<file path="config.mk">
export PLATFORM = sky130hd
export DESIGN_NAME = arcade_core_top
export DESIGN_NICKNAME = d
export VERILOG_FILES = /design/src/hw/arcade_pkg.sv /design/src/hw/pad_if.sv /design/src/hw/arcade_core_top.sv /design/src/hw/bridge_config_regs.sv /design/src/hw/core_reset_timer.sv /design/src/hw/player_pad_decoder.sv
export VERILOG_INCLUDE_DIRS = /design/src /design/src/hw
export SDC_FILE = /design/constraint.sdc
export NUM_CORES = 1
export LEC_CHECK = 0
export BUFFER_PORTS_ARGS = -buffer_cell sky130_fd_sc_hd__buf_2
export CORE_UTILIZATION = 32
export CTS_BUF_LIST = sky130_fd_sc_hd__clkbuf_4
export DETAILED_ROUTE_END_ITERATION = 16
export PLACE_DENSITY = 0.53
export SLEW_MARGIN = 20
export SYNTH_ARGS = -nofsm -noshare
export SYNTH_HDL_FRONTEND = slang
export SYNTH_SLANG_ARGS = --single-unit
</file>
<file path="constraint.sdc">
create_clock -name clk_74a -period 3.7 [get_ports clk_74a]
set_clock_uncertainty 0.1 [all_clocks]
set_input_delay 0.185 -clock clk_74a [delete_from_list [all_inputs] [get_ports clk_74a]]
set_output_delay 0.185 -clock clk_74a [all_outputs]
set_load 0.02 [all_outputs]
</file>
<file path="src/hw/arcade_settings.svh">
// bridge map, reset hold length and player count for the arcade wrapper
// addresses are full 32-bit matches except the command window,
// which is selected by the upper byte only
`ifndef ARCADE_SETTINGS_SVH
`define ARCADE_SETTINGS_SVH

//////////////////////////////////////////////////////////////////////
// bridge register map
//////////////////////////////////////////////////////////////////////

// core reset command, readback shows live core reset in bit 0
`define ADDR_RESET      32'hF000_0000
// dip switch bank, a write also restarts the core
`define ADDR_DIP        32'hF100_0000
// core mode, bit 0 is cabinet orientation, bits 2:0 video preset
`define ADDR_MODE       32'hF200_0000
// scanline intensity, low two bits used
`define ADDR_SCANLINES  32'hF300_0000
// upper address byte of the command handler window
`define ADDR_CMD_TOP    8'hF8

//////////////////////////////////////////////////////////////////////
// core control
//////////////////////////////////////////////////////////////////////

// core reset hold in clk_74a cycles, must fit reset_count_t
`define RESET_HOLD_CYCLES  8000
`define NUM_PLAYERS        2

`endif

</file>
<file path="src/hw/arcade_pkg.sv">
// shared types for the arcade wrapper control logic
// widths here must agree with the bridge and controller pinout

package arcade_pkg;

    //////////////////////////////////////////////////////////////////////
    // bridge bus
    //////////////////////////////////////////////////////////////////////

    // bridge address word
    typedef logic [31:0] bridge_addr_t;
    // bridge read and write data word
    typedef logic [31:0] bridge_data_t;

    //////////////////////////////////////////////////////////////////////
    // controls
    //////////////////////////////////////////////////////////////////////

    // raw key bitmap from one controller
    typedef logic [15:0] cont_key_t;
    // one cabinet input port as seen by the core
    typedef logic [7:0]  input_byte_t;
    // joystick nibble after orientation
    typedef logic [3:0]  stick_t;

    //////////////////////////////////////////////////////////////////////
    // core reset timer
    //////////////////////////////////////////////////////////////////////

    typedef logic [15:0] reset_count_t;

    // run = core free, hold = core kept in reset
    typedef enum logic {
        RUN  = 1'b0,
        HOLD = 1'b1
    } rst_state_t;

endpackage

</file>
<file path="src/hw/pad_if.sv">
// decoded controls of one player, all registered by the decoder
// every signal is active high
`timescale 1ns/1ps

interface pad_if;
    import arcade_pkg::*;

    // oriented joystick nibble
    stick_t stick;
    // fire buttons left, centre, right
    logic   fire_l;
    logic   fire_c;
    logic   fire_r;
    // cabinet buttons
    logic   coin;
    logic   start;
    // shoulder buttons, extra cabinet functions
    logic   aux_l;
    logic   aux_r;

    // decoder side
    modport source (
        output stick, fire_l, fire_c, fire_r, coin, start, aux_l, aux_r
    );

    // byte packing side
    modport sink (
        input stick, fire_l, fire_c, fire_r, coin, start, aux_l, aux_r
    );

endinterface

</file>
<file path="src/hw/arcade_core_top.sv">
// host-facing control logic of the arcade wrapper, clk_74a only
// the byte packing assumes exactly two players
// o_core_reset is high out of temp_reset until the first hold ends
// command handler read data and reset come in as plain inputs
`timescale 1ns/1ps
`include "arcade_settings.svh"

module arcade_core_top (
    input  logic                     clk_74a,
    input  logic                     temp_reset,
    input  logic                     i_host_reset_n,
    // bridge
    input  arcade_pkg::bridge_addr_t i_bridge_addr,
    input  logic                     i_bridge_rd,
    input  logic                     i_bridge_wr,
    input  arcade_pkg::bridge_data_t i_bridge_wr_data,
    input  arcade_pkg::bridge_data_t i_cmd_rd_data,
    // data slots
    input  logic                     i_dataslot_requestwrite,
    input  logic                     i_dataslot_allcomplete,
    // controllers
    input  arcade_pkg::cont_key_t    i_cont1_key,
    input  arcade_pkg::cont_key_t    i_cont2_key,
    // to host and core
    output arcade_pkg::bridge_data_t o_bridge_rd_data,
    output logic                     o_core_reset,
    output logic                     o_download,
    output arcade_pkg::input_byte_t  o_dip_switches,
    output logic [1:0]               o_scanlines,
    output logic [2:0]               o_video_preset,
    // cabinet input ports
    output arcade_pkg::input_byte_t  o_in0,
    output arcade_pkg::input_byte_t  o_in1,
    output arcade_pkg::input_byte_t  o_in2
);
    import arcade_pkg::*;

    logic        reset_pulse;
    input_byte_t mode;
    cont_key_t   keys [`NUM_PLAYERS];

    //////////////////////////////////////////////////////////////////////
    // settings and core reset
    //////////////////////////////////////////////////////////////////////

    bridge_config_regs u_regs (
        .clk_74a                 (clk_74a),
        .temp_reset              (temp_reset),
        .i_bridge_addr           (i_bridge_addr),
        .i_bridge_rd             (i_bridge_rd),
        .i_bridge_wr             (i_bridge_wr),
        .i_bridge_wr_data        (i_bridge_wr_data),
        .i_cmd_rd_data           (i_cmd_rd_data),
        .i_core_reset            (o_core_reset),
        .i_dataslot_requestwrite (i_dataslot_requestwrite),
        .i_dataslot_allcomplete  (i_dataslot_allcomplete),
        .o_bridge_rd_data        (o_bridge_rd_data),
        .o_reset_pulse           (reset_pulse),
        .o_dip_switches          (o_dip_switches),
        .o_mode                  (mode),
        .o_scanlines             (o_scanlines),
        .o_download              (o_download)
    );

    core_reset_timer u_rst (
        .clk_74a        (clk_74a),
        .temp_reset     (temp_reset),
        .i_reset_pulse  (reset_pulse),
        .i_host_reset_n (i_host_reset_n),
        .o_core_reset   (o_core_reset)
    );

    // low mode bits pick the scaler preset
    assign o_video_preset = mode[2:0];

    //////////////////////////////////////////////////////////////////////
    // player decoders
    //////////////////////////////////////////////////////////////////////

    assign keys[0] = i_cont1_key;
    assign keys[1] = i_cont2_key;

    pad_if u_pad [`NUM_PLAYERS] ();

    generate
        for (genvar p = 0; p < `NUM_PLAYERS; p++) begin : g_player
            // mode bit 0 selects vertical cabinet
            player_pad_decoder u_dec (
                .clk_74a    (clk_74a),
                .temp_reset (temp_reset),
                .i_key      (keys[p]),
                .i_vertical (mode[0]),
                .o_pad      (u_pad[p])
            );
        end
    endgenerate

    //////////////////////////////////////////////////////////////////////
    // cabinet input bytes
    //////////////////////////////////////////////////////////////////////

    // player 1 stick and buttons, l1 doubles as service
    assign o_in0 = {u_pad[0].fire_c, u_pad[0].aux_l, u_pad[0].coin,
                    u_pad[0].fire_l, u_pad[0].stick};

    // player 2 stick, both start buttons share this port
    assign o_in1 = {u_pad[1].fire_c, u_pad[1].start, u_pad[0].start,
                    u_pad[1].fire_l, u_pad[1].stick};

    // upper nibble unused by the cabinet
    assign o_in2 = {4'b0000, u_pad[0].aux_r, u_pad[1].coin,
                    u_pad[1].fire_r, u_pad[0].fire_r};

endmodule

</file>
<file path="src/hw/bridge_config_regs.sv">
// host settings registers on the bridge, single clock clk_74a
// bridge writes to the reset or dip address must be at least
// two cycles apart, otherwise the reset pulse stretches
// readback needs a read strobe one cycle before the data is used
`timescale 1ns/1ps
`include "arcade_settings.svh"

module bridge_config_regs (
    input  logic                     clk_74a,
    input  logic                     temp_reset,
    input  arcade_pkg::bridge_addr_t i_bridge_addr,
    input  logic                     i_bridge_rd,
    input  logic                     i_bridge_wr,
    input  arcade_pkg::bridge_data_t i_bridge_wr_data,
    input  arcade_pkg::bridge_data_t i_cmd_rd_data,
    input  logic                     i_core_reset,
    input  logic                     i_dataslot_requestwrite,
    input  logic                     i_dataslot_allcomplete,
    output arcade_pkg::bridge_data_t o_bridge_rd_data,
    output logic                     o_reset_pulse,
    output arcade_pkg::input_byte_t  o_dip_switches,
    output arcade_pkg::input_byte_t  o_mode,
    output logic [1:0]               o_scanlines,
    output logic                     o_download
);
    import arcade_pkg::*;

    // full words kept so the host reads back what it wrote
    bridge_data_t dip_reg;
    bridge_data_t mode_reg;
    bridge_data_t scnl_reg;
    bridge_data_t rd_buffer;

    // address hits
    logic hit_reset;
    logic hit_dip;
    logic hit_mode;
    logic hit_scnl;
    logic hit_regs;

    assign hit_reset = (i_bridge_addr == `ADDR_RESET);
    assign hit_dip   = (i_bridge_addr == `ADDR_DIP);
    assign hit_mode  = (i_bridge_addr == `ADDR_MODE);
    assign hit_scnl  = (i_bridge_addr == `ADDR_SCANLINES);
    assign hit_regs  = hit_reset | hit_dip | hit_mode | hit_scnl;

    //////////////////////////////////////////////////////////////////////
    // write side
    //////////////////////////////////////////////////////////////////////

    always_ff @(posedge clk_74a) begin
        if (temp_reset) begin
            dip_reg       <= '0;
            mode_reg      <= '0;
            scnl_reg      <= '0;
            o_reset_pulse <= 1'b0;
        end else begin
            // one cycle core restart on reset command or new dips
            o_reset_pulse <= i_bridge_wr & (hit_reset | hit_dip);
            if (i_bridge_wr && hit_dip) begin
                dip_reg <= i_bridge_wr_data;
            end
            if (i_bridge_wr && hit_mode) begin
                mode_reg <= i_bridge_wr_data;
            end
            if (i_bridge_wr && hit_scnl) begin
                scnl_reg <= i_bridge_wr_data;
            end
        end
    end

    // only the low bits reach the core
    assign o_dip_switches = dip_reg[7:0];
    assign o_mode         = mode_reg[7:0];
    assign o_scanlines    = scnl_reg[1:0];

    //////////////////////////////////////////////////////////////////////
    // read side
    //////////////////////////////////////////////////////////////////////

    // buffer loads on the strobe, host picks it up later
    always_ff @(posedge clk_74a) begin
        if (temp_reset) begin
            rd_buffer <= '0;
        end else if (i_bridge_rd && hit_regs) begin
            if (hit_reset) begin
                // live core reset status
                rd_buffer <= {31'b0, i_core_reset};
            end else if (hit_dip) begin
                rd_buffer <= dip_reg;
            end else if (hit_mode) begin
                rd_buffer <= mode_reg;
            end else begin
                rd_buffer <= scnl_reg;
            end
        end
    end

    // read mux follows the address combinationally
    always_comb begin
        if (hit_regs) begin
            o_bridge_rd_data = rd_buffer;
        end else if (i_bridge_addr[31:24] == `ADDR_CMD_TOP) begin
            // command handler window
            o_bridge_rd_data = i_cmd_rd_data;
        end else begin
            o_bridge_rd_data = '0;
        end
    end

    //////////////////////////////////////////////////////////////////////
    // download flag
    //////////////////////////////////////////////////////////////////////

    // request wins over completion
    always_ff @(posedge clk_74a) begin
        if (temp_reset) begin
            o_download <= 1'b0;
        end else if (i_dataslot_requestwrite) begin
            o_download <= 1'b1;
        end else if (i_dataslot_allcomplete) begin
            o_download <= 1'b0;
        end
    end

    // bridge keeps reset and dip writes apart
    a_pulse_single : assert property (
        @(posedge clk_74a) disable iff (temp_reset)
        o_reset_pulse |=> !o_reset_pulse
    );

endmodule

</file>
<file path="src/hw/core_reset_timer.sv">
// core reset stretcher, output is high right after temp_reset
// a new pulse during a hold restarts the full count
// host reset is used as a level, no synchronizer here
`timescale 1ns/1ps
`include "arcade_settings.svh"

module core_reset_timer (
    input  logic clk_74a,
    input  logic temp_reset,
    input  logic i_reset_pulse,
    input  logic i_host_reset_n,
    output logic o_core_reset
);
    import arcade_pkg::*;

    rst_state_t   state;
    reset_count_t count;

    //////////////////////////////////////////////////////////////////////
    // hold fsm with down-counter
    //////////////////////////////////////////////////////////////////////

    always_ff @(posedge clk_74a) begin
        if (temp_reset) begin
            // power-up starts in a full hold
            state <= HOLD;
            count <= reset_count_t'(`RESET_HOLD_CYCLES);
        end else if (i_reset_pulse) begin
            state <= HOLD;
            count <= reset_count_t'(`RESET_HOLD_CYCLES);
        end else begin
            case (state)
                HOLD: begin
                    if (count == '0) begin
                        state <= RUN;
                    end else begin
                        count <= count - 1'b1;
                    end
                end
                default: begin
                    // run, counter idles at zero
                    state <= RUN;
                end
            endcase
        end
    end

    // host reset overrides the fsm
    assign o_core_reset = (state == HOLD) | ~i_host_reset_n;

    // leaving hold only happens from an exhausted count
    a_run_idle : assert property (
        @(posedge clk_74a) disable iff (temp_reset)
        (state == RUN) |-> (count == '0)
    );

endmodule

</file>
<file path="src/hw/player_pad_decoder.sv">
// one controller to cabinet controls, one cycle latency
// key bits follow the standard pocket bitmap
// orientation uses the mode bit of the same cycle as the keys
`timescale 1ns/1ps

module player_pad_decoder (
    input  logic                  clk_74a,
    input  logic                  temp_reset,
    input  arcade_pkg::cont_key_t i_key,
    input  logic                  i_vertical,
    pad_if.source                 o_pad
);
    import arcade_pkg::*;

    // dpad fields
    logic   key_up;
    logic   key_down;
    logic   key_left;
    logic   key_right;
    stick_t stick_next;

    assign key_up    = i_key[0];
    assign key_down  = i_key[1];
    assign key_left  = i_key[2];
    assign key_right = i_key[3];

    //////////////////////////////////////////////////////////////////////
    // orientation
    //////////////////////////////////////////////////////////////////////

    // vertical cabinet uses up and down only
    // horizontal uses left and right, one slot up
    always_comb begin
        if (i_vertical) begin
            stick_next = {1'b0, key_down, 1'b0, key_up};
        end else begin
            stick_next = {key_left, 1'b0, key_right, 1'b0};
        end
    end

    //////////////////////////////////////////////////////////////////////
    // output register
    //////////////////////////////////////////////////////////////////////

    always_ff @(posedge clk_74a) begin
        if (temp_reset) begin
            o_pad.stick  <= '0;
            o_pad.fire_l <= 1'b0;
            o_pad.fire_c <= 1'b0;
            o_pad.fire_r <= 1'b0;
            o_pad.coin   <= 1'b0;
            o_pad.start  <= 1'b0;
            o_pad.aux_l  <= 1'b0;
            o_pad.aux_r  <= 1'b0;
        end else begin
            o_pad.stick  <= stick_next;
            // a, b, y
            o_pad.fire_r <= i_key[4];
            o_pad.fire_c <= i_key[5];
            o_pad.fire_l <= i_key[7];
            // l1, r1
            o_pad.aux_l  <= i_key[8];
            o_pad.aux_r  <= i_key[9];
            // select, start
            o_pad.coin   <= i_key[14];
            o_pad.start  <= i_key[15];
        end
    end

    // unused slots of last cycle's orientation stay clear
    a_stick_slots : assert property (
        @(posedge clk_74a) disable iff (temp_reset)
        (o_pad.stick & ($past(i_vertical) ? 4'b1010 : 4'b0101)) == 4'b0000
    );

endmodule
</file>
==> results.toml <==
[run_status]
outcome = "completed"

[sta]
hold_viol_final = 0
rsz0062_at_grt = "false"
finalCritPeriodShare = 0.7623
relSlewSlack = 0.3000
worst_pin_slew_ns = 1.050
finalCriticalPeriod_ns = 2.820
fmax_ghz = 0.3545
setup-violations-final = 0
tns_ns = 0
maxSlewViolCount = 0

[worst_setup_path]
startpoint_type = "input port"
crit_type = "input port to primary output"
crit_fanout = 32
critPathCaptureType = "primary output"
critPathRequiredTime_ns = 3.41
r2r_cells = 4
crit_arrival_ns = 2.54

[die]
ios = 206
fp.dieArea_um2 = 23930
die_h_um = 154.7
start_util = 0.3276
die_w_um = 154.7
rows = 55
core-area_um2 = 22780

[yosys]
synth_flop_cell = "dfxtp_1"
yosysWarningCount = 0
yosys-top-cells-area = "dfxtp_1 (45%), mux2i_1 (14%), nand2b_1 (11%)"
ys_top_cells_by_count = "dfxtp_1 (167), nand2b_1 (132), mux2i_1 (102)"
synth-edff-count = 0
synth_top_cell_area_share = 0.4480
synth.most_common_cell = "dfxtp_1"
synth_cells = 751
synth_top_area_cell = "dfxtp_1"
ys_types = 44
synth_seq_cells = 167
syn_area_um2 = 7462
ys_seq_area_frac = 0.4480
synth.avg_cell_area_um2 = 9.936
async_reset_ff_frac = 0

[clocking]
cts_sinks = 167
clkTransAtPathRegs_ns = 0.13
clock-root-buffer = "clkbuf_4"
cts_setup_buffers = 0
clkLatencyLatePin_ns = 0.56
htreeDepth = 4
clockBufferDepth = 2
cts_made_buffers = 17
cts_tree = "done"

[power_and_ir_drop]
p_int_w = 0.002650
power.switching_w = 0.0008327
power.leakage_nw = 4.220
p_per_area_nw_per_um2 = 368.1
p_sw_frac = 0.2391
pwr-share-clk = 0.365
power_frac_seq = 0.528
peakVddDrop_uv = 167.6
combPwrFrac = 0.107

[placed_design]
routabilityCongestion = 0.7837
postPlaceCellArea_um2 = 8468
dp_hpwl_mm = 12.03
placement.io_buffers = 189

[routing]
drc_errors = 0
wl_per_cell_um = 15.45
routed_wl_mm = 19.72
antenna_left = 0
dr.pass1.iters = 4
routed_via_density = 4.717
vias = 6019
drt_iter0_markers = 295

[run]
maxCapViolations = 0

[finish]
fin_util = 0.4154
fillerInstances = 2280
multi_input_area_um2 = 3671
ff_latch_area_um2 = 3343
fin_area_um2 = 9462
layout-drive-gt1-share = 0.2495
syn_to_final_growth_pct = 26.79
fin_nets = 1086

[global_routing]
gr-total-overflow = 0
first_global_vias = 5695
antenna_found_initial = 1
grt_pass1_wl_mm = 30.59
grt_max_degree = 135
track_usage = 0.1649

[worst_hold_path]
min_path_cells = 3
hold_class = "input port to flip-flop"
-- layout by cell type (no fill, tap or decap), types with 8 or more instances in the layout --
cell type	instances
nand2_1	9
clkbuf_4	22
nor2_1	14
nor2b_1	13
a21oi_1	10
buf_2	188
mux2i_1	102
nor4_1	9
o22a_1	31
a22o_1	32
o2bb2ai_1	31
dfxtp_1	167
and2_1	8
nand2b_1	130
o21ai_0	38
dlygate4sd3_1	65
buf_4	10
-- power by group through the flow --
stage	logic [W]	clock network [W]	registers, W
global placement	0.000326	0	0.00188
CTS	0.000375	0.00132	0.00184
floorplan	0.000204	0	0.00188
finish	0.000373	0.00127	0.00184
global route	0.000408	0.00140	0.00184
detailed placement	0.000325	0	0.00188
-- worst max-delay path, stage by stage --
cell and delay [ns]:
dlygate4sd3_1 0.53, buf_2 0.12, nor2_1 0.45, and3_2 0.81
a22o_1 0.27, buf_2 0.17
-- kinds of logic (layout without fill, tap and decap cells) --
kind of cell,Yosys count,after routing,share of synthesized area
simple gates,228,228,0.1865
flops,167,167,0.4480
compound gates,157,157,0.1598
mux,103,103,0.1383
buf+inv,94,302,0.06523
fa+ha+maj,1,1,0.001676
other cells,1,5,0.0005025
-- timing repair --
item	in CTS	in global routing
endpoints found under the setup margin	0	0
hold buffers	65	0
endpoints found under the hold margin	122	0
gates resized for setup	0	0
-- stage by stage --
step,hold WS (ns),power [W],instances,worst slack [ns]
6_report,0.2475,0.003483,1276,0.8795
5_1_grt,0.2036,0.003656,1276,0.7194
4_1_cts,0.1850,0.003536,1275,0.8485
3_5_place_dp,0.2893,0.002205,1179,1.200
3_3_place_gp,0.2866,0.002206,1179,1.194
2_1_floorplan,0.2024,0.002084,754,1.843
-- final timing paths --
check / startpoint / end / slack [ns]
setup / recovery: i_bridge_addr[26] / o_bridge_rd_data[26] / 0.88
hold / removal: i_cont1_key[2] / g_player[0].u_dec.o_pad.stick[3] / 0.25
setup reg to reg: u_rst.count[4] / u_rst.count[15] / 1.40
hold reg to reg: u_regs.scnl_reg[20] / u_regs.scnl_reg[20] / 0.37
-- layout make-up --
type | count | share of cell area
diodes | 1 | 0.0002645
clock buffers | 22 | 0.01746
clock inverters | 9 | 0.01851
inverters | 7 | 0.002777
multi-input cells | 493 | 0.3880
flip-flops and latches | 167 | 0.3533
well taps | 313 | 0.04139
repair buffers | 264 | 0.1783
-- metal layers --
metal  GRT usage  share of wire  wire length, um
met4     0.04573          0.011              219
met3     0.03250          0.032              632
met5           0              0                0
met2      0.2788           0.48             9414
met1      0.2130           0.48             9449
No activity file was read; power rests on OpenSTA's default activity.
